===== config.mk =====
export PLATFORM = sky130hd
export DESIGN_NAME = hazard_unit
export DESIGN_NICKNAME = d
export VERILOG_FILES = /design/src/logic/mips_pkg.sv /design/src/logic/hazard_unit.sv
export SDC_FILE = /design/constraint.sdc
export NUM_CORES = 1
export LEC_CHECK = 0
export ABC_CLOCK_PERIOD_IN_PS = 1380
export BUFFER_PORTS_ARGS = -buffer_cell sky130_fd_sc_hd__buf_2
export CAP_MARGIN = 20
export CORE_AREA = 2 2 63 65
export DETAILED_ROUTE_END_ITERATION = 6
export DIE_AREA = 0 0 65 67
export PLACE_DENSITY = 0.59
export SKIP_LAST_GASP = 1
export SYNTH_ARGS = -nofsm -noshare
export SYNTH_HDL_FRONTEND = slang
export SYNTH_SLANG_ARGS = --single-unit

===== constraint.sdc =====
create_clock -name vclk -period 1.38
set_clock_uncertainty 0.05 [all_clocks]
set_input_delay 0.138 -clock vclk [all_inputs]
set_output_delay 0.138 -clock vclk [all_outputs]
set_load 0.01 [all_outputs]

===== src/logic/mips_pkg.sv =====
/* mips pipeline shared types */
`default_nettype none

package mips_pkg;

    localparam int xlen        = 32;
    localparam int reg_addr_w  = 5;
    localparam int imem_depth  = 256;
    localparam int dmem_depth  = 64;
    localparam int imem_addr_w = 8;
    localparam int dmem_addr_w = 6;
    localparam logic [xlen-1:0] reset_pc = '0;

    typedef enum logic [5:0] {
        op_rtype = 6'h00,
        op_addi  = 6'h08,
        op_lw    = 6'h23,
        op_sw    = 6'h2b
    } opcode_e;

    typedef enum logic [5:0] {
        fn_add = 6'h20,
        fn_sub = 6'h22,
        fn_and = 6'h24,
        fn_or  = 6'h25,
        fn_slt = 6'h2a
    } funct_e;

    typedef enum logic [2:0] {
        alu_add = 3'd0, // zero so an empty ctrl decodes as add
        alu_sub = 3'd1,
        alu_and = 3'd2,
        alu_or  = 3'd3,
        alu_slt = 3'd4
    } alu_op_e;

    typedef struct packed {
        logic    reg_write;
        logic    mem_read;
        logic    mem_write;
        logic    alu_src_imm;
        alu_op_e alu_op;
    } ctrl_t;

    typedef struct packed {
        ctrl_t                 ctrl;
        logic [xlen-1:0]       rs_val;
        logic [xlen-1:0]       rt_val;
        logic [xlen-1:0]       imm;    // already sign extended
        logic [reg_addr_w-1:0] dest;
    } id_ex_t;

    typedef struct packed {
        ctrl_t                 ctrl;
        logic [xlen-1:0]       alu_result;
        logic [xlen-1:0]       store_data;
        logic [reg_addr_w-1:0] dest;
    } ex_mem_t;

    typedef struct packed {
        logic                  reg_write;
        logic [reg_addr_w-1:0] dest;
        logic [xlen-1:0]       data;
    } wb_t;

    typedef struct packed {
        logic                   we;
        logic [imem_addr_w-1:0] addr;  // word index
        logic [xlen-1:0]        data;
    } prog_wr_t;

endpackage

`default_nettype wire


===== src/logic/hazard_unit.sv =====
/* stall and forward control */
`timescale 1ns/1ps
`default_nettype none

module hazard_unit import mips_pkg::*; (
    input  logic [reg_addr_w-1:0] rs,
    input  logic [reg_addr_w-1:0] rt,
    input  logic                  uses_rt,
    input  ex_mem_t               ex_view,
    input  ex_mem_t               mem_view,
    output logic                  stall,
    output logic                  fwd_rs,
    output logic                  fwd_rt
);

    logic rs_ex;
    logic rt_ex;
    logic rs_mem;
    logic rt_mem;
    logic mem_is_load;

    function automatic logic src_match(input logic [reg_addr_w-1:0] src,
                                       input ex_mem_t               prod);
        return (src != '0) && prod.ctrl.reg_write && (prod.dest == src);
    endfunction

    assign rs_ex  = src_match(rs, ex_view);
    assign rt_ex  = uses_rt && src_match(rt, ex_view);
    assign rs_mem = src_match(rs, mem_view);
    assign rt_mem = uses_rt && src_match(rt, mem_view);

    assign mem_is_load = mem_view.ctrl.mem_read;

    // anything in execute has no result yet, a load in mem has no data yet
    assign stall = rs_ex || rt_ex || (mem_is_load && (rs_mem || rt_mem));

    // alu result in mem goes straight to decode
    assign fwd_rs = !stall && rs_mem && !mem_is_load;
    assign fwd_rt = !stall && rt_mem && !mem_is_load;

endmodule

`default_nettype wire


==> impl_metrics.py <==
metrics = {
    "run_status": {
        "run_status": "finished, violations left",
        "violations": "setup timing",
    },
    "setup_path": {
        "critical_path.max_fanout": 3,
        "cp-startpoint": "rt[1]",
        "critPathArrivalTime_ns": 1.44,
        "worstSetupEndpointType": "output port",
        "worstSetupPathType": "input port to output port",
        "critPathLaunchType": "input port",
        "worst_ep_required_time_ns": 1.19,
    },
    "finish": {
        "multiInputGateArea_um2": 309,
        "flow.area_growth_from_synthesis_pct": 106,
        "total_number_of_sequential_cells": 0,
        "diodes": 0,
        "nClkBuffers": 0,
        "layout.cells.non_filler": 121,
        "seqCellArea_um2": 0,
        "mostFrequentLayoutCell": "buf_2",
        "drive_gt1_frac": 0.575,
        "mostFrequentLayoutCells": "buf_2, xor2_1, buf_4",
        "nets": 238,
        "finish.instance_area_um2": 604,
        "final_layout_fill_cell_count": 411,
    },
    "routing": {
        "vias": 405,
        "drt_total_wl_um": 1280,
        "antenna_violating_nets_post_route": 0,
        "drcViolationCount": 0,
        "drt_first_iter_violations": 21,
        "drt_pre_antenna_iters": 4,
        "detail_route.wl_per_cell_um": 10.5,
        "post_drt_via_cell_ratio": 3.35,
    },
    "synthesis": {
        "synth.net_count": 199,
        "post_synth_inst_count": 36,
        "syn-mean-instance-area_um2": 8.13,
        "portion_of_the_post_synthesis_area_used_by_sequential_elements": 0,
        "synth.cell_area_um2": 293,
        "yosysUniqueCellTypes": 12,
        "ys_warn_count": 0,
    },
    "floorplan": {
        "io_pins": 166,
        "die_width_um": 65,
        "core_area_um2": 3610,
        "die_height_um": 67,
        "start_util": 0.0812,
        "dieArea_um2": 4360,
        "std_cell_rows": 22,
    },
    "power": {
        "pwr-share-seq": 0,
        "static-leakage-power_nw": 0.273,
        "p_per_area_nw_per_um2": 253,
        "total_power_mw": 0.153,
        "netSwitchingPower_mw": 0.0672,
        "peakVddDrop_mv": 0.0421,
        "power.share.combinational": 1.000,
        "power.share.clock": 0,
        "switching_share": 0.439,
        "p_int_mw": 0.0857,
    },
    "global_route": {
        "antenna_found_initial": 1,
        "overflow": 0,
        "grt_first_pass_wirelength_um": 1880,
        "grt_max_degree": 4,
        "grtUsageTotal": 0.0543,
        "grt_pass1_vias": 447,
    },
    "sta": {
        "rsz0062_at_grt": "true",
        "period_needed_ns": 1.63,
        "whs_ns": 0.551,
        "setup_viol_count_final": 3,
        "timing.max_slew.rel_slack": 0.737,
        "max_freq_mhz": 614,
        "hold_viol": 0,
        "report.final.slew_viol_count": 0,
        "layout_worst_path_cycle_share": 1.18,
        "layout_setup_ws_ns": -0.247,
        "tightest_slew_ns": 0.391,
    },
    "placement": {
        "dp_hpwl_um": 1150,
        "place.port_buffers": 27,
        "detailed_place.area_um2": 564,
        "gp_congestion": 0.771,
        "number_of_placed_cells_counting_well_taps": 121,
        "dpl_worst_slack_ns": -0.276,
    },
    "hold_path": {
        "hold_depth": 4,
        "worstHoldPathType": "input port to output port",
        "hp-start": "mem_view[74]",
        "hold-path-endpoint": "stall",
    },
    "run": {
        "max-cap-violations": 0,
    },
}
## power by group through the flow
stage               sequential (mW)  combinational, mW  clock (mW)
floorplan                         0             0.0543           0
global placement                  0              0.144           0
detailed placement                0              0.143           0
CTS                               0              0.153           0
global route                      0              0.165           0
finish                            0              0.153           0
## cell families (layout without fill, tap and decap cells)
family	after synthesis	in the layout	share of synthesized area
buffers and inverters	0	37	0
xor gates and xnor gates	20	20	0.598
and+or+nand+nor	13	13	0.303
AOI/OAI and AO/OA	3	3	0.0983
## synthesized netlist by cell type
cell type   n  area, um2
xor2_1     12        105
xnor2_1     8       70.1
nor4_1      4       25.0
and3b_1     2       17.5
nand4_1     2       12.5
or4_1       2       15.0
a41oi_2     1       16.3
and4_1      1       8.76
nand2_1     1       3.75
nor2_2      1       6.26
o21a_1      1       7.51
o21ai_1     1       5.00
## metrics by stage
stage / setup TNS, ns / util
4_1_cts: -0.722 / 0.168
3_3_place_gp: -0.816 / 0.156
2_1_floorplan: -0.0677 / -
6_report: -0.715 / 0.168
3_5_place_dp: -0.804 / 0.156
5_1_grt: -0.942 / 0.168
## per-layer routing
layer  share of wire  GRT usage  up-vias  wire (um)
met5          0.0086          0        -         11
met1            0.34     0.0470      185        433
met3           0.050     0.0101        2         64
met4               0          0        2          0
li1                -          -      208          -
met2            0.60      0.129        8        767
## worst max path at each step
stage | end | slack (ns) | cells past startpoint
final | fwd_rt | -0.25 | 6
after global routing | stall | -0.33 | 7
after CTS | fwd_rt | -0.25 | 7
after detailed placement | fwd_rs | -0.28 | 7
after global placement | fwd_rs | -0.28 | 7
after floorplan | fwd_rs | -0.03 | 5
## final cells by class
type / instances / share of cell area
multi-input combinational: 36 / 0.511
timing repair buffer: 37 / 0.389
tap: 48 / 0.0994
## worst max-delay path, cell delays in order
cell	delay [ns]
buf_6	0.09
or4_1	0.51
o21a_1	0.21
a41oi_2	0.17
and3b_1	0.19
buf_2	0.13
## repair_timing
| action | in CTS | in global routing |
|---|---|---|
| resized for setup | 7 | 0 |
| hold buffers | 0 | 0 |
| gates cloned | 0 | 0 |
| endpoints found under the setup margin | 3 | 3 |
| setup buffers | 0 | 0 |
| pin swaps | 7 | 4 |
| hold endpoints to repair | 0 | 0 |
No activity file was read; power rests on OpenSTA's default activity.
