`src/logic/mips_pkg.sv`:
```
/* mips pipeline shared types */
`default_nettype none

package mips_pkg;

    localparam int xlen        = 32;
    localparam int reg_addr_w  = 5;
    localparam int imem_depth  = 256;
    localparam int dmem_depth  = 64;
    localparam int imem_addr_w = 8;
    localparam int dmem_addr_w = 6;
    localparam logic [xlen-1:0] reset_pc = '0;

    typedef enum logic [5:0] {
        op_rtype = 6'h00,
        op_addi  = 6'h08,
        op_lw    = 6'h23,
        op_sw    = 6'h2b
    } opcode_e;

    typedef enum logic [5:0] {
        fn_add = 6'h20,
        fn_sub = 6'h22,
        fn_and = 6'h24,
        fn_or  = 6'h25,
        fn_slt = 6'h2a
    } funct_e;

    typedef enum logic [2:0] {
        alu_add = 3'd0, // zero so an empty ctrl decodes as add
        alu_sub = 3'd1,
        alu_and = 3'd2,
        alu_or  = 3'd3,
        alu_slt = 3'd4
    } alu_op_e;

    typedef struct packed {
        logic    reg_write;
        logic    mem_read;
        logic    mem_write;
        logic    alu_src_imm;
        alu_op_e alu_op;
    } ctrl_t;

    typedef struct packed {
        ctrl_t                 ctrl;
        logic [xlen-1:0]       rs_val;
        logic [xlen-1:0]       rt_val;
        logic [xlen-1:0]       imm;    // already sign extended
        logic [reg_addr_w-1:0] dest;
    } id_ex_t;

    typedef struct packed {
        ctrl_t                 ctrl;
        logic [xlen-1:0]       alu_result;
        logic [xlen-1:0]       store_data;
        logic [reg_addr_w-1:0] dest;
    } ex_mem_t;

    typedef struct packed {
        logic                  reg_write;
        logic [reg_addr_w-1:0] dest;
        logic [xlen-1:0]       data;
    } wb_t;

    typedef struct packed {
        logic                   we;
        logic [imem_addr_w-1:0] addr;  // word index
        logic [xlen-1:0]        data;
    } prog_wr_t;

endpackage

`default_nettype wire

```
`src/logic/execute_stage.sv`:
```
/* execute stage and alu */
`timescale 1ns/1ps
`default_nettype none

module execute_stage import mips_pkg::*; (
    input  logic     SYS_clk,
    input  logic     SYS_reset,
    input  logic     stall,
    input  id_ex_t   id_ex,
    output ex_mem_t  ex_out
);

    id_ex_t          id_ex_q;
    logic [xlen-1:0] op_a;
    logic [xlen-1:0] op_b;
    logic [xlen-1:0] alu_result;

    always_ff @(posedge SYS_clk or posedge SYS_reset)
    begin
        if (SYS_reset)
            id_ex_q <= '0;
        else if (stall)
            id_ex_q <= '0;        // bubble behind the stalled decode
        else
            id_ex_q <= id_ex;
    end

    assign op_a = id_ex_q.rs_val;
    assign op_b = id_ex_q.ctrl.alu_src_imm ? id_ex_q.imm : id_ex_q.rt_val;

    always_comb
    begin
        case (id_ex_q.ctrl.alu_op)
            alu_add: alu_result = op_a + op_b;  // wraps
            alu_sub: alu_result = op_a - op_b;
            alu_and: alu_result = op_a & op_b;
            alu_or:  alu_result = op_a | op_b;
            alu_slt: alu_result = ($signed(op_a) < $signed(op_b)) ? xlen'(1) : '0;
            default: alu_result = '0;
        endcase
    end

    always_comb
    begin
        ex_out.ctrl       = id_ex_q.ctrl;
        ex_out.alu_result = alu_result;
        ex_out.store_data = id_ex_q.rt_val;
        ex_out.dest       = id_ex_q.dest;
    end

endmodule

`default_nettype wire

```
`config.mk`:
```
export PLATFORM = sky130hd
export DESIGN_NAME = execute_stage
export DESIGN_NICKNAME = d
export VERILOG_FILES = /design/src/logic/mips_pkg.sv /design/src/logic/execute_stage.sv
export SDC_FILE = /design/constraint.sdc
export NUM_CORES = 1
export LEC_CHECK = 0
export BUFFER_PORTS_ARGS = -buffer_cell sky130_fd_sc_hd__buf_2
export CAP_MARGIN = 15
export CORE_MARGIN = 10
export CORE_UTILIZATION = 55
export CTS_CLUSTER_SIZE = 16
export DETAILED_ROUTE_END_ITERATION = 10
export GPL_ROUTABILITY_DRIVEN = 0
export PLACE_DENSITY_LB_ADDON = 0.25
export SETUP_SLACK_MARGIN = 0.4
export SYNTH_ARGS = -nofsm -noshare
export SYNTH_HDL_FRONTEND = slang
export SYNTH_SLANG_ARGS = --single-unit
```
`constraint.sdc`:
```
create_clock -name SYS_clk -period 8.8 [get_ports SYS_clk]
set_input_delay 0.44 -clock SYS_clk [delete_from_list [all_inputs] [get_ports SYS_clk]]
set_output_delay 0.44 -clock SYS_clk [all_outputs]
set_load 0.02 [all_outputs]
```
==> reports/summary.txt <==
Status: finished clean
Row cnt: 46
Synth Flop Type: dfrtp_1
Nature of the critical path startpoint: flip-flop
Relative slew slack: 0.274
Largest net degree at the start of global routing: 109
GRT Residual Overflow: 0
Synth Net Count: 1281
Vias in the first global route: 7993
Max_cap viols: 0
Antenna Nets Post-Route: 0
Crit path from: ex_out[72]$_DFF_PP0_
Worst Tran Pin Value: 1.09 ns
Die span in x: 148 microns
Worst Hold Class: input port to async pin
Period utilisation layout: 0.611
Combinational Power Share: 0.344
Core area: 0.0160 sq mm
Antenna violations before repair: 0
Placement Setup Slack: 3.90 ns
IO Count: 187
Seq/Total Area, Yosys: 0.299
Setup CP Type: flip-flop to primary output
#FFs+latches synth: 108
Post-synthesis area per instance: 8.50 sq um
Synth Area in Simple Gates: 0.181
Post-layout util: 0.627
P_sw: 522 uW
Mux share of post-synthesis cell area: 0.0461
# fillers: 1448
Clock network power share: 0.272
N_diodes: 0
Total track usage: 0.238
Cts repair resizes: 0
Worst hold margin: 0.0648 ns
Post-synthesis cell type count: 69
Setup violators final: 0
Post-synth EDFFs: 0
Initial DRC Count: 699
Synth Instances: 1062
Pleak: 0.00497 uW
CTS tree: yes
Finished Cell Area: 0.0100 sq mm
Critical path data arrival time: 4.93 ns
Final Max Tran Viols: 0
Initial Util: 0.564
Minimum clock period: 5.37 ns
Fmax: 186 MHz
Min setup slack post-route: 3.43 ns
Post CTS Setup Buffer Count: 0
RSZ-0062 raised after global routing: no
CTS H-Tree Depth: 3
Clock buffer count from CTS: 9
Pwr/cell area: 142 mW/mm^2
Async S/R FF share, synth: 1.00
Largest family of logic cells by synthesized area: compound AO/OA/AOI/OAI gates
Most frequent cells in the layout: buf_2 (185), nor2b_1 (116), ha_1 (106), dfrtp_1 (106), inv_1 (105)
Num Clock Sinks: 108
Overall routed net length: 26400 microns
Drc violations: 0
Synth Area in Compound Gates: 0.202
WL/cell: 19.0 microns
Commonest non-fill, non-tap cell in the layout: buf_2
Layout cells sized above 1: 0.191
Fin. Hold Viols: 0
Critical Path RT: 8.36 ns
DR vias: 7875
P&R area growth vs syn: 11.1%
Via density per instance: 5.66
Setup TNS: 0 ns
Die Span Y: 148 microns
Synth Area in Adders: 0.151
Post-CTS Hold Buffers: 0
Flop pwr share: 0.384
DR pass1 iterations: 5
Crit Path Max Fanout: 33
Sw frac: 0.368
Port Buf Inserts: 186
Die area: 0.0219 sq mm
Root buffer cell: clkbuf_16
Global-route wire length before repair: 42200 microns
Nets@finish: 1389
Clock transition at path regs: 0.07 ns
Max VDD drop: 0.121 mV
DP HPWL: 20500 microns
Mapped cell area: 0.00903 sq mm
Post-Synth XOR/XNOR Area: 0.0175
Placed cell area: 0.00975 sq mm
Worst setup EP type: primary output
Clk buf depth: 2
YS warnings: 0
Pint: 897 uW
## cells in the mapped netlist, drive strengths merged, types with 6 or more instances
master     n  share of area
nor2b    117          0.081
dfrtp    108           0.30
inv      108          0.045
ha       106           0.15
a21oi     87          0.049
nor2      65          0.027
o21ai     56          0.031
buf       54          0.041
nand2     50          0.021
clkbuf    40          0.017
mux2i     36          0.040
a211oi    23          0.019
nand3     19          0.011
nor3      17         0.0094
xnor2     17          0.016
o211ai    16          0.013
o21bai    15          0.013
nand2b    12         0.0083
o31ai     12          0.010
a2111oi    7          0.010
nor4       6         0.0042
or3        6         0.0042
## power by group through the flow
| stage | combinational (uW) | sequential (uW) | clock, uW |
|---|---|---|---|
| floorplan | 358 | 542 | 0 |
| global placement | 477 | 554 | 0 |
| detailed placement | 481 | 554 | 0 |
| CTS | 484 | 544 | 401 |
| global route | 539 | 548 | 418 |
| finish | 489 | 545 | 386 |
## metrics by stage
stage	total power (uW)	instances
3_3_place_gp	1030	1375
2_1_floorplan	900	1062
3_5_place_dp	1040	1375
5_1_grt	1500	1391
6_report	1420	1391
4_1_cts	1430	1391
## final timing paths
check / endpoint / slack, ns / depth (start not counted)
worst max-delay path: ex_out[63] / 3.43 / 12
min in group SYS_clk: op_a[22]$_DFF_PP0_ / 0.30 / 2
max in group asynchronous: ex_out[72]$_DFF_PP0_ / 7.37 / 3
worst min-delay path: ex_out[12]$_DFF_PP0_ / 0.06 / 2
## cell families (layout without fill, tap and decap cells)
| group | Yosys count | count (layout) |
|---|---|---|
| adder cells (fa/ha/maj) | 108 | 108 |
| multiplexers | 39 | 39 |
| buffers and inverters | 203 | 316 |
| flip-flops | 108 | 108 |
| AND/OR/NAND/NOR | 311 | 311 |
| XOR/XNOR | 18 | 18 |
| AO/OA/AOI/OAI | 275 | 275 |
## layer usage
metal	track usage	up-vias	wire, microns
li1	-	3813	-
met1	0.303	3638	11300
met2	0.369	371	11700
met3	0.0919	53	2930
met4	0.0664	0	548
met5	0	-	0
## state kept, by name (all words and copies together) (netlist names)
| signal | cells |
|---|---|
| ex_out | 44 |
| id_ex_q | 32 |
| op_a | 32 |
## cell type report
| class | instances | area [sq um] | area share |
|---|---|---|---|
| multi-input cells | 751 | 5400 | 0.538 |
| flip-flops and latches | 108 | 2710 | 0.270 |
| repair buffers | 191 | 971 | 0.0968 |
| inverters | 109 | 412 | 0.0410 |
| well taps | 216 | 270 | 0.0269 |
| clock buffers | 10 | 229 | 0.0228 |
| clock inverters | 6 | 48.8 | 0.00486 |
## worst max-delay path, cell delays in order (launching register included)
cell and delay [ns]:
dfrtp_2 1.09, mux2i_1 0.50, inv_1 0.14, fa_1 0.42, o21bai_2 0.20, o2111ai_2 0.18
a2111oi_4 0.46, a21oi_2 0.14, or3_1 0.45, a211o_1 0.32, a2111o_1 0.37, o211a_1 0.12
buf_2 0.15
Note: power is estimated with default switching activity, not from simulation.
