### src/logic/mips_pkg.sv
/* mips pipeline shared types */
`default_nettype none

package mips_pkg;

    localparam int xlen        = 32;
    localparam int reg_addr_w  = 5;
    localparam int imem_depth  = 256;
    localparam int dmem_depth  = 64;
    localparam int imem_addr_w = 8;
    localparam int dmem_addr_w = 6;
    localparam logic [xlen-1:0] reset_pc = '0;

    typedef enum logic [5:0] {
        op_rtype = 6'h00,
        op_addi  = 6'h08,
        op_lw    = 6'h23,
        op_sw    = 6'h2b
    } opcode_e;

    typedef enum logic [5:0] {
        fn_add = 6'h20,
        fn_sub = 6'h22,
        fn_and = 6'h24,
        fn_or  = 6'h25,
        fn_slt = 6'h2a
    } funct_e;

    typedef enum logic [2:0] {
        alu_add = 3'd0, // zero so an empty ctrl decodes as add
        alu_sub = 3'd1,
        alu_and = 3'd2,
        alu_or  = 3'd3,
        alu_slt = 3'd4
    } alu_op_e;

    typedef struct packed {
        logic    reg_write;
        logic    mem_read;
        logic    mem_write;
        logic    alu_src_imm;
        alu_op_e alu_op;
    } ctrl_t;

    typedef struct packed {
        ctrl_t                 ctrl;
        logic [xlen-1:0]       rs_val;
        logic [xlen-1:0]       rt_val;
        logic [xlen-1:0]       imm;    // already sign extended
        logic [reg_addr_w-1:0] dest;
    } id_ex_t;

    typedef struct packed {
        ctrl_t                 ctrl;
        logic [xlen-1:0]       alu_result;
        logic [xlen-1:0]       store_data;
        logic [reg_addr_w-1:0] dest;
    } ex_mem_t;

    typedef struct packed {
        logic                  reg_write;
        logic [reg_addr_w-1:0] dest;
        logic [xlen-1:0]       data;
    } wb_t;

    typedef struct packed {
        logic                   we;
        logic [imem_addr_w-1:0] addr;  // word index
        logic [xlen-1:0]        data;
    } prog_wr_t;

endpackage

`default_nettype wire

### src/logic/memory_stage.sv
/* memory and writeback */
`timescale 1ns/1ps
`default_nettype none

module memory_stage import mips_pkg::*; (
    input  logic    SYS_clk,
    input  logic    SYS_reset,
    input  ex_mem_t ex_in,
    output ex_mem_t mem_view,
    output wb_t     wb
);

    ex_mem_t         ex_mem_q;
    wb_t             mem_wb_q;
    logic [xlen-1:0] dmem [dmem_depth];
    logic [xlen-1:0] load_data;

    always_ff @(posedge SYS_clk or posedge SYS_reset)
    begin
        if (SYS_reset)
            ex_mem_q <= '0;
        else
            ex_mem_q <= ex_in;
    end

    // store lands on the same edge the instruction enters mem
    always_ff @(posedge SYS_clk)
    begin
        if (ex_in.ctrl.mem_write)
            dmem[ex_in.alu_result[dmem_addr_w+1:2]] <= ex_in.store_data;
    end

    assign load_data = dmem[ex_mem_q.alu_result[dmem_addr_w+1:2]]; // low bits ignored

    always_ff @(posedge SYS_clk or posedge SYS_reset)
    begin
        if (SYS_reset)
            mem_wb_q <= '0;
        else
        begin
            mem_wb_q.reg_write <= ex_mem_q.ctrl.reg_write;
            mem_wb_q.dest      <= ex_mem_q.dest;
            mem_wb_q.data      <= ex_mem_q.ctrl.mem_read ? load_data
                                                         : ex_mem_q.alu_result;
        end
    end

    assign mem_view = ex_mem_q;
    assign wb       = mem_wb_q;

endmodule

`default_nettype wire

### config.mk
export PLATFORM = sky130hd
export DESIGN_NAME = memory_stage
export DESIGN_NICKNAME = d
export VERILOG_FILES = /design/src/logic/mips_pkg.sv /design/src/logic/memory_stage.sv
export SDC_FILE = /design/constraint.sdc
export NUM_CORES = 2
export LEC_CHECK = 0
export BUFFER_PORTS_ARGS = -buffer_cell sky130_fd_sc_hd__clkbuf_2
export CAP_MARGIN = 20
export CORE_MARGIN = 1
export CORE_UTILIZATION = 60
export CTS_BUF_LIST = sky130_fd_sc_hd__clkbuf_16
export DETAILED_ROUTE_END_ITERATION = 7
export PLACE_DENSITY = 0.77
export SETUP_SLACK_MARGIN = 0.15
export SLEW_MARGIN = 10
export SYNTH_ARGS = -nofsm -noshare
export SYNTH_HDL_FRONTEND = slang
export SYNTH_SLANG_ARGS = --single-unit
### constraint.sdc
create_clock -name SYS_clk -period 4.06 [get_ports SYS_clk]
set_input_delay 0.203 -clock SYS_clk [delete_from_list [all_inputs] [get_ports SYS_clk]]
set_output_delay 0.203 -clock SYS_clk [all_outputs]
set_load 0.01 [all_outputs]
==> flow_metrics.env <==
export IMPL_clk_pin_slew_worst_paths_ns=0.06
export IMPL_slew_headroom_pct=23.3
export IMPL_cp_max_fo=18
export IMPL_maxCapViolations=0
export IMPL_multi_input_area_um2=16500
export IMPL_power_density_nw_per_um2=490
export IMPL_clkLatencyLatePin_ns=0.84
export IMPL_yosys_cell_types_count=41
export IMPL_post_cts_buffers=0
export IMPL_ys_dominant_reg_cell="edfxtp_1"
export IMPL_end_kind="register"
export IMPL_fin_crit_ns=3.57
export IMPL_final_hold_violation_count=0
export IMPL_cp_start_kind="register"
export IMPL_final_seq_area_um2=64400
export IMPL_drc=0
export IMPL_drt_first_iter_violations=6825
export IMPL_cts_root_buf="clkbuf_16"
export IMPL_nNetsFinal=4124
export IMPL_vdd_drop_max_mv=0.418
export IMPL_cp_slowest_cell="a2111oi_0"
export IMPL_finalSetupViolCount=0
export IMPL_worstRegToRegCells=8
export IMPL_fillers=7585
export IMPL_drtAntennaViolNets=0
export IMPL_drt_first_pass_iters=8
export IMPL_yosysSeqAreaShare_pct=79.2
export IMPL_power_leakage_nw=30.9
export IMPL_tns_ns=0
export IMPL_syn_area_um2=81300
export IMPL_cts_buffers_inserted=204
export IMPL_crit_arrival_ns=4.27
export IMPL_drive_above_1_share_pct=28.9
export IMPL_worstHoldPathType="primary input to register"
export IMPL_start_util_pct=60.7
export IMPL_max_freq_mhz=280
export IMPL_grt_pass1_vias=41600
export IMPL_cts_tree="yes"
export IMPL_slowest_delay_ns=0.90
export IMPL_dpl_cell_count=5504
export IMPL_synth_seq_cells=2162
export IMPL_synth_edf_count=2048
export IMPL_place_ws_ns=0.536
export IMPL_comb_power_share_pct=5.1
export IMPL_io_buffers=191
export IMPL_area_growth_pct=15.0
export IMPL_final_cells=5991
export IMPL_wirelength_mm=216
export IMPL_cp_required_ns=4.76
export IMPL_antenna_found_initial=15
export IMPL_status="complete, no violations"
export IMPL_post_cts_resized=0
export IMPL_rsz0062_at_grt="no"
export IMPL_std_cell_rows=134
export IMPL_synth_fp_nets=3625
export IMPL_vias=41400
export IMPL_tightest_slew_ns=1.15
export IMPL_vias_per_cell=6.91
export IMPL_final_setup_skew_ns=0.0428
export IMPL_synth_async_reset_ratio_pct=5.27
export IMPL_cp_common_cell="buf_12"
export IMPL_seqPwrFrac_pct=54.2
export IMPL_avgSynthCellArea_um2=22.9
export IMPL_swShare_pct=21.8
export IMPL_pin_count=192
export IMPL_die_x_um=370
export IMPL_grt_overflow=0
export IMPL_track_usage_pct=32.0
export IMPL_drv_slew=0
export IMPL_synthCells=3547
export IMPL_layout_setup_ws_ns=0.487
export IMPL_fin_crit_sh_pct=88.0
export IMPL_fp_dieH_um=370
export IMPL_die_area_um2=137000
export IMPL_cts_max_level=4
export IMPL_holdPathStages=2
export IMPL_yosys_warnings=0
export IMPL_intPower_w=0.0358
export IMPL_core_um2=134000
export IMPL_ctsLongestPathBuffers=3
export IMPL_pwr_share_clk_pct=40.7
export IMPL_path_cells="buf_12, buf_12, mux4_2, nor2b_1, a2111oi_0, buf_4, a311oi_1, a311o_1"
export IMPL_clkSinkCount=2162
export IMPL_finalWeightedCongestion=0.833
export IMPL_critical_path_class="register to register"
export IMPL_dp_hpwl_mm=117
export IMPL_switchingPower_w=0.00996
export IMPL_grt_max_degree=84
export IMPL_wire_per_inst_um=36.1
export IMPL_grt_first_pass_wirelength_mm=304
-- critical path: cells and delay by family, from the launching register on --
family / cells / cell delay (ns)
compound gates: 3 / 1.41
buf+inv: 3 / 0.67
flops: 1 / 0.66
mux: 1 / 0.51
simple gates: 1 / 0.14
-- kinds of logic (layout without fill, tap and decap cells) --
logic type | count (synthesis) | after routing | synth area share (%)
other cells | 0 | 2 | 0
compound gates | 221 | 221 | 2.13
buf+inv | 198 | 872 | 1.11
flops | 2162 | 2162 | 79.2
simple gates | 267 | 267 | 1.57
mux | 699 | 699 | 16.0
-- timing repair --
action,in CTS,in global routing
setup endpoints to repair,0,0
hold buffers,103,1
hold endpoints to repair,268,1
-- synthesized netlist by cell type (all sizes together), types with 2 or more instances --
library cell | number | area [um^2]
a2111oi | 3 | 26.3
a211o | 26 | 228
a211oi | 6 | 45.0
a21oi | 2 | 10.0
a221oi | 24 | 210
a22o | 24 | 210
a22oi | 102 | 766
a31oi | 24 | 150
and3 | 3 | 18.8
buf | 100 | 537
clkbuf | 95 | 357
dfrtp | 114 | 2850
edfxtp | 2048 | 61500
inv | 3 | 11.3
mux2 | 2 | 22.5
mux2i | 217 | 2170
mux4 | 480 | 10800
nand2 | 39 | 146
nand2b | 29 | 181
nand3 | 84 | 420
nand3b | 2 | 15.0
nand4 | 2 | 12.5
nor2 | 74 | 278
nor2b | 17 | 106
nor3 | 10 | 50.1
nor3b | 2 | 15.0
o211ai | 3 | 22.5
or3 | 2 | 12.5
-- state kept, by name, indices dropped and copies added, names as in the netlist --
| name | flops |
|---|---|
| wb | 38 |
| mem_view | 76 |
| dmem | 2048 |
-- power by group through the flow --
stage,Sequential (W),Clock [W],Combinational [W]
after floorplan,0.0252,0,0.00117
after global placement,0.0252,0,0.00217
after detailed placement,0.0252,0,0.00222
after CTS,0.0248,0.0187,0.00234
after global routing,0.0248,0.0195,0.00244
final,0.0248,0.0186,0.00236
-- worst paths after layout --
path                                         from                      to  slack [ns]
max reg2reg                mem_view[39]$_DFF_PP0_         wb[7]$_DFF_PP0_        0.49
min in group asynchronous               SYS_reset  mem_view[24]$_DFF_PP0_        0.51
min reg2reg                 mem_view[3]$_DFF_PP0_        wb[35]$_DFF_PP0_        0.37
max in group asynchronous               SYS_reset  mem_view[41]$_DFF_PP0_        2.51
min                                     ex_in[69]  mem_view[69]$_DFF_PP0_        0.05
max                        mem_view[39]$_DFF_PP0_         wb[7]$_DFF_PP0_        0.49
-- cells in the final DEF, fill, tap and decap left out, drive strengths merged, types with 3 or more instances in the layout --
master       instances
clkinvlp             8
clkinv              86
nand3               84
a22oi              102
nor3                10
edfxtp            2048
a221oi              24
dfrtp              114
mux2i              217
a211oi               6
mux4               480
dlygate4sd3        104
nor2b               17
a211o               26
buf                193
and3                 3
inv                 68
a2111oi              3
nor2                74
a22o                24
o211ai               3
nand2               39
clkbuf             397
nand2b              29
a31oi               24
bufinv              16
-- layer usage --
metal | share of wire (%) | track usage (%) | vias to the layer above
met5 | 0.026 | 0 | -
met1 | 35 | 44.8 | 21600
met3 | 13 | 7.52 | 453
li1 | - | - | 16000
met4 | 3.5 | 11.4 | 8
met2 | 48 | 50.1 | 3326
-- final cells by class --
type / count / area share, %
Inverter: 3 / 0.0201
Multi-Input combinational cell: 1187 / 17.7
Clock inverter: 175 / 1.47
Antenna cell: 2 / 0.00535
Tap cell: 1768 / 2.37
Sequential cell: 2162 / 68.9
Timing Repair Buffer: 488 / 4.09
Clock buffer: 206 / 5.51
-- through the flow --
stage / hold WS [ns] / instance area (um^2) / power [W] / utilization [%]
2_1_floorplan: 0.234 / 81300 / 0.0264 / -
3_3_place_gp: 0.217 / 85900 / 0.0274 / 64.1
3_5_place_dp: 0.221 / 85900 / 0.0275 / 64.1
4_1_cts: 0.0132 / 93500 / 0.0458 / 69.8
5_1_grt: 0.0254 / 93500 / 0.0467 / 69.8
6_report: 0.0468 / 93500 / 0.0458 / 69.8
No activity file was read; power rests on OpenSTA's default activity.
