**src/logic/mips_pkg.sv**
```systemverilog
/* mips pipeline shared types */
`default_nettype none

package mips_pkg;

    localparam int xlen        = 32;
    localparam int reg_addr_w  = 5;
    localparam int imem_depth  = 256;
    localparam int dmem_depth  = 64;
    localparam int imem_addr_w = 8;
    localparam int dmem_addr_w = 6;
    localparam logic [xlen-1:0] reset_pc = '0;

    typedef enum logic [5:0] {
        op_rtype = 6'h00,
        op_addi  = 6'h08,
        op_lw    = 6'h23,
        op_sw    = 6'h2b
    } opcode_e;

    typedef enum logic [5:0] {
        fn_add = 6'h20,
        fn_sub = 6'h22,
        fn_and = 6'h24,
        fn_or  = 6'h25,
        fn_slt = 6'h2a
    } funct_e;

    typedef enum logic [2:0] {
        alu_add = 3'd0, // zero so an empty ctrl decodes as add
        alu_sub = 3'd1,
        alu_and = 3'd2,
        alu_or  = 3'd3,
        alu_slt = 3'd4
    } alu_op_e;

    typedef struct packed {
        logic    reg_write;
        logic    mem_read;
        logic    mem_write;
        logic    alu_src_imm;
        alu_op_e alu_op;
    } ctrl_t;

    typedef struct packed {
        ctrl_t                 ctrl;
        logic [xlen-1:0]       rs_val;
        logic [xlen-1:0]       rt_val;
        logic [xlen-1:0]       imm;    // already sign extended
        logic [reg_addr_w-1:0] dest;
    } id_ex_t;

    typedef struct packed {
        ctrl_t                 ctrl;
        logic [xlen-1:0]       alu_result;
        logic [xlen-1:0]       store_data;
        logic [reg_addr_w-1:0] dest;
    } ex_mem_t;

    typedef struct packed {
        logic                  reg_write;
        logic [reg_addr_w-1:0] dest;
        logic [xlen-1:0]       data;
    } wb_t;

    typedef struct packed {
        logic                   we;
        logic [imem_addr_w-1:0] addr;  // word index
        logic [xlen-1:0]        data;
    } prog_wr_t;

endpackage

`default_nettype wire

```
**src/logic/register_file.sv**
```systemverilog
/* general register file */
`timescale 1ns/1ps
`default_nettype none

module register_file import mips_pkg::*; (
    input  logic                  SYS_clk,
    input  logic                  SYS_reset,
    input  wb_t                   wr,
    input  logic [reg_addr_w-1:0] ra1,
    input  logic [reg_addr_w-1:0] ra2,
    input  logic [reg_addr_w-1:0] dbg_addr,
    output logic [xlen-1:0]       rd1,
    output logic [xlen-1:0]       rd2,
    output logic [xlen-1:0]       dbg_data
);

    logic [xlen-1:0] regs [32];

    // same-cycle write shows through, r0 stays zero
    function automatic logic [xlen-1:0] read_port(input logic [reg_addr_w-1:0] a);
        if (wr.reg_write && (wr.dest == a) && (a != '0))
            return wr.data;
        return regs[a];
    endfunction

    always_ff @(posedge SYS_clk or posedge SYS_reset)
    begin
        if (SYS_reset)
        begin
            for (int i = 0; i < 32; i++)
                regs[i] <= '0;
        end
        else if (wr.reg_write && (wr.dest != '0))
            regs[wr.dest] <= wr.data;
    end

    always_comb
    begin
        rd1      = read_port(ra1);
        rd2      = read_port(ra2);
        dbg_data = read_port(dbg_addr);
    end

endmodule

`default_nettype wire

```
**src/logic/decode_stage.sv**
```systemverilog
/* decode stage */
`timescale 1ns/1ps
`default_nettype none

module decode_stage import mips_pkg::*; (
    input  logic                  SYS_clk,
    input  logic                  SYS_reset,
    input  logic                  stall,
    input  logic [xlen-1:0]       instr,
    input  logic                  fwd_rs,
    input  logic                  fwd_rt,
    input  logic [xlen-1:0]       fwd_value,
    input  wb_t                   wb,
    input  logic [reg_addr_w-1:0] dbg_addr,
    output logic [xlen-1:0]       dbg_data,
    output logic [reg_addr_w-1:0] rs,
    output logic [reg_addr_w-1:0] rt,
    output logic                  uses_rt,
    output id_ex_t                id_ex
);

    logic [xlen-1:0]       if_id_instr;
    logic [reg_addr_w-1:0] rd;
    logic [xlen-1:0]       rf_rs;
    logic [xlen-1:0]       rf_rt;
    opcode_e               opcode;
    funct_e                funct;
    ctrl_t                 ctrl;
    logic [reg_addr_w-1:0] dest;

    always_ff @(posedge SYS_clk or posedge SYS_reset)
    begin
        if (SYS_reset)
            if_id_instr <= '0;
        else if (!stall)          // hold while stalled
            if_id_instr <= instr;
    end

    assign opcode = opcode_e'(if_id_instr[31:26]);
    assign funct  = funct_e'(if_id_instr[5:0]);
    assign rs     = if_id_instr[25:21];
    assign rt     = if_id_instr[20:16];
    assign rd     = if_id_instr[15:11];

    assign uses_rt = (opcode == op_rtype) || (opcode == op_sw);

    always_comb
    begin
        ctrl = '0;
        dest = rt;                // addi and lw write rt
        case (opcode)
            op_rtype:
            begin
                dest = rd;
                ctrl.reg_write = 1'b1;
                case (funct)
                    fn_add:  ctrl.alu_op = alu_add;
                    fn_sub:  ctrl.alu_op = alu_sub;
                    fn_and:  ctrl.alu_op = alu_and;
                    fn_or:   ctrl.alu_op = alu_or;
                    fn_slt:  ctrl.alu_op = alu_slt;
                    default: ctrl = '0; // unknown funct, no-op
                endcase
            end
            op_addi:
            begin
                ctrl.reg_write   = 1'b1;
                ctrl.alu_src_imm = 1'b1;
            end
            op_lw:
            begin
                ctrl.reg_write   = 1'b1;
                ctrl.mem_read    = 1'b1;
                ctrl.alu_src_imm = 1'b1;
            end
            op_sw:
            begin
                ctrl.mem_write   = 1'b1;
                ctrl.alu_src_imm = 1'b1;
            end
            default: ctrl = '0;
        endcase
    end

    register_file regs_i (
        .SYS_clk   (SYS_clk),
        .SYS_reset (SYS_reset),
        .wr        (wb),
        .ra1       (rs),
        .ra2       (rt),
        .dbg_addr  (dbg_addr),
        .rd1       (rf_rs),
        .rd2       (rf_rt),
        .dbg_data  (dbg_data)
    );

    always_comb
    begin
        id_ex.ctrl   = ctrl;
        id_ex.rs_val = fwd_rs ? fwd_value : rf_rs; // forward from mem
        id_ex.rt_val = fwd_rt ? fwd_value : rf_rt;
        id_ex.imm    = {{16{if_id_instr[15]}}, if_id_instr[15:0]};
        id_ex.dest   = dest;
    end

endmodule

`default_nettype wire

```
**config.mk**
```make
export PLATFORM = sky130hd
export DESIGN_NAME = decode_stage
export DESIGN_NICKNAME = d
export VERILOG_FILES = /design/src/logic/mips_pkg.sv /design/src/logic/register_file.sv /design/src/logic/decode_stage.sv
export SDC_FILE = /design/constraint.sdc
export NUM_CORES = 2
export LEC_CHECK = 0
export BUFFER_PORTS_ARGS = -buffer_cell sky130_fd_sc_hd__buf_4
export CORE_MARGIN = 1
export CORE_UTILIZATION = 25
export CTS_CLUSTER_DIAMETER = 60
export DETAILED_ROUTE_END_ITERATION = 16
export MAX_ROUTING_LAYER = met4
export PLACE_DENSITY = 0.42
export REMOVE_ABC_BUFFERS = 1
export SLEW_MARGIN = 15
export SYNTH_ARGS = -nofsm -noshare
export SYNTH_HDL_FRONTEND = slang
export SYNTH_SLANG_ARGS = --single-unit
```
**constraint.sdc**
```tcl
create_clock -name SYS_clk -period 62.4 [get_ports SYS_clk]
set_clock_uncertainty 0.15 [all_clocks]
set_input_delay 3.12 -clock SYS_clk [delete_from_list [all_inputs] [get_ports SYS_clk]]
set_output_delay 3.12 -clock SYS_clk [all_outputs]
set_load 0.05 [all_outputs]
```
==> impl_results.md <==
* Final Core Density at 0.289
* Reg2Reg Setup Slack at 60.32 ns
* GP Congestion at 0.810
* Root Driver: clkbuf_16
* Endpoints failing setup at 0
* Routed Antenna Nets at 0
* Worst slew pin tran at about 1.3 ns
* Maximum Capacitance Violations at 0
* Critical path endpoint category: output pin
* Initial Utilization at 0.251
* Die area at 260000 um^2
* Via count at 44900
* Yosys warns at 0
* Final hold slack at 0.261 ns
* Drc violations at 0
* Fin. max-slew vios at 0
* CP cell instances: buf_8, buf_4, buf_4, buf_4, mux4_2, o22ai_1, or4_1, o21ai_0, buf_4
* Async set-reset flop share out of synthesis at 1.00
* First-pass GRT wire length at 391000 um
* Vias per cell at 5.70
* Register cell area after layout at 26500 um^2
* Core Region at between 200000 and 300000 um^2
* Tot GR Track Use at 0.222
* Seq cells post-synth at 1056
* Register area share after synthesis at 0.410
* Power Total at 2.48 mW
* Count of unique library cells instantiated by Yosys at 57
* Arrival time of the worst setup path at 7.82 ns
* Vias in the first global route at ~46000
* 1st-pass router iterations at 6
* Die X at 510 um
* Final net count at 4491
* Skew-Pair Late Insertion Delay at 0.81 ns
* Post-CTS sizing at 0
* Startpoint Class: input pin
* CTS buffer count at 147
* I/O Buffers at between 200 and 300
* Most frequent CP cell: buf_4
* Post-synth EDFFs at 0
* Bufs on Longest Clock Path at 3
* Crit path max fanout at 44
* HP Class: reg -> reg
* Area of the multi-input gates at 35200 um^2
* Area Overhead vs Synth at 14.8%
* Critical Path RT at around 59 ns
* Layout cells sized above 1 at 0.550
* CTS sink count at 1056
* Top Ports at 263
* RSZ-0062 raised after global routing: no
* Post-DR wirelength/cell at 35.6 um
* Syn avg cell area at 14.7 um^2
* Commonest non-fill, non-tap cell in the layout: dfrtp_1
* Worst-path clk slew at 0.06 ns
* Fillers at 25800
* Row cnt at between 150 and 200
* DRT Wirelength at 281000 um
* # Post-CTS Setup Buffers at 0
* Dpl hpwl at 167000 um
* Status: finished, final reports clean
* Final min period at 11.09 ns
* Static Leak at 30.1 nW
* Largest net degree at the start of global routing at 159
* Slowest stage delay, CP at slightly above 0.8 ns
* Final Cycle Share at 0.178
* Cts hold-fix bufs at 0
* Fin. Hold Viols at 0
* WS Path Type: in -> out
* Main synth FF type: dfrtp_1
* Initial antenna violation count at 24
* Starting DRT DRC Count at 4535
* Pwr dens at 33.4 nW/um^2
* Number of H-tree levels at 4
* Mapped Area at between 60000 and 70000 um^2
* Setup TNS at 0 ns
* Die height at 510 um
* TritonCTS clock tree: yes
* CP max-delay cell: buf_4
* VDD IR max at approximately 0.017 mV
* Max-slew headroom at 0.158
* Max Fclk at 90.2 MHz
* Aggregate global routing overflow at 0
* Most frequent cells in the layout: dfrtp_1, mux2_2, mux4_2
* Gate Count Post-Synth at 4387
-- path summary, 6_finish.rpt --
kind / from / endpoint / cells past startpoint
max in group asynchronous: SYS_reset / regs_i.regs[676]$_DFFE_PP0P_ / 6
max: dbg_addr[0] / dbg_data[5] / 9
max reg2reg: if_id_instr[22]$_DFFE_PP0N_ / if_id_instr[22]$_DFFE_PP0N_ / 2
min: regs_i.regs[1000]$_DFFE_PP0P_ / regs_i.regs[1000]$_DFFE_PP0P_ / 0
min reg2reg: regs_i.regs[1000]$_DFFE_PP0P_ / regs_i.regs[1000]$_DFFE_PP0P_ / 0
min in group asynchronous: SYS_reset / regs_i.regs[621]$_DFFE_PP0P_ / 2
-- cells in the mapped netlist, drive strengths merged, types with 49 or more instances --
| cell | n | area share |
|---|---|---|
| or4 | 65 | 0.0076 |
| a221oi | 49 | 0.0071 |
| mux2i | 128 | 0.020 |
| mux4 | 724 | 0.25 |
| clkbuf | 244 | 0.014 |
| o21ai | 101 | 0.0078 |
| buf | 323 | 0.035 |
| dfrtp | 1056 | 0.41 |
| a22oi | 92 | 0.011 |
| mux2 | 1029 | 0.18 |
| o22ai | 242 | 0.023 |
| nand2 | 54 | 0.0031 |
-- critical path, delay by kind of cell --
kind / cells / cell delay, ns
compound gates: 2 / 0.77
buf+inv: 5 / 2.85
simple gates: 1 / 0.55
mux: 1 / 0.37
-- area by class of cell --
class | instances | area share
antenna | 14 | 0.000473
clock buffer | 208 | 0.0576
clock inverter | 53 | 0.00971
inverter | 11 | 0.000659
multi-input combinational | 2753 | 0.475
sequential | 1056 | 0.357
tap | 3384 | 0.0572
timing repair buffer | 410 | 0.0421
-- cells by family after synthesis --
logic type	synth area share
multiplexers	0.453
flip-flops	0.410
AO/OA/AOI/OAI	0.0634
buffers and inverters	0.0498
AND/OR/NAND/NOR	0.0225
XOR/XNOR	0.00204
-- layer usage --
metal,vias up,track usage,share of wire
li1,17600,-,-
met1,24900,0.290,0.42
met2,1910,0.340,0.47
met3,490,0.0404,0.069
met4,0,0.0859,0.041
met5,-,-,0
-- stage by stage --
step           std cells  setup WS (ns)  area [um^2]
2_1_floorplan       3820          29.41        61300
3_3_place_gp        7614          51.27        69000
3_5_place_dp        7614          51.24        69000
4_1_cts             7875          51.25        74000
5_1_grt             7881          51.00        74000
6_report            7889          51.31        74100
-- where the power goes --
part / switching [mW] / internal, mW / leakage [nW] / total (mW)
clock network: 0.343 / 0.530 / 2.42 / 0.873
logic: 0.310 / 0.346 / 14.2 / 0.656
registers: 0.134 / 0.814 / 13.5 / 0.948
-- flip-flops by register name (all words and copies together) (netlist names) --
register	count
regs_i.regs	1024
if_id_instr	32
Power figures use the tool's default switching activity.
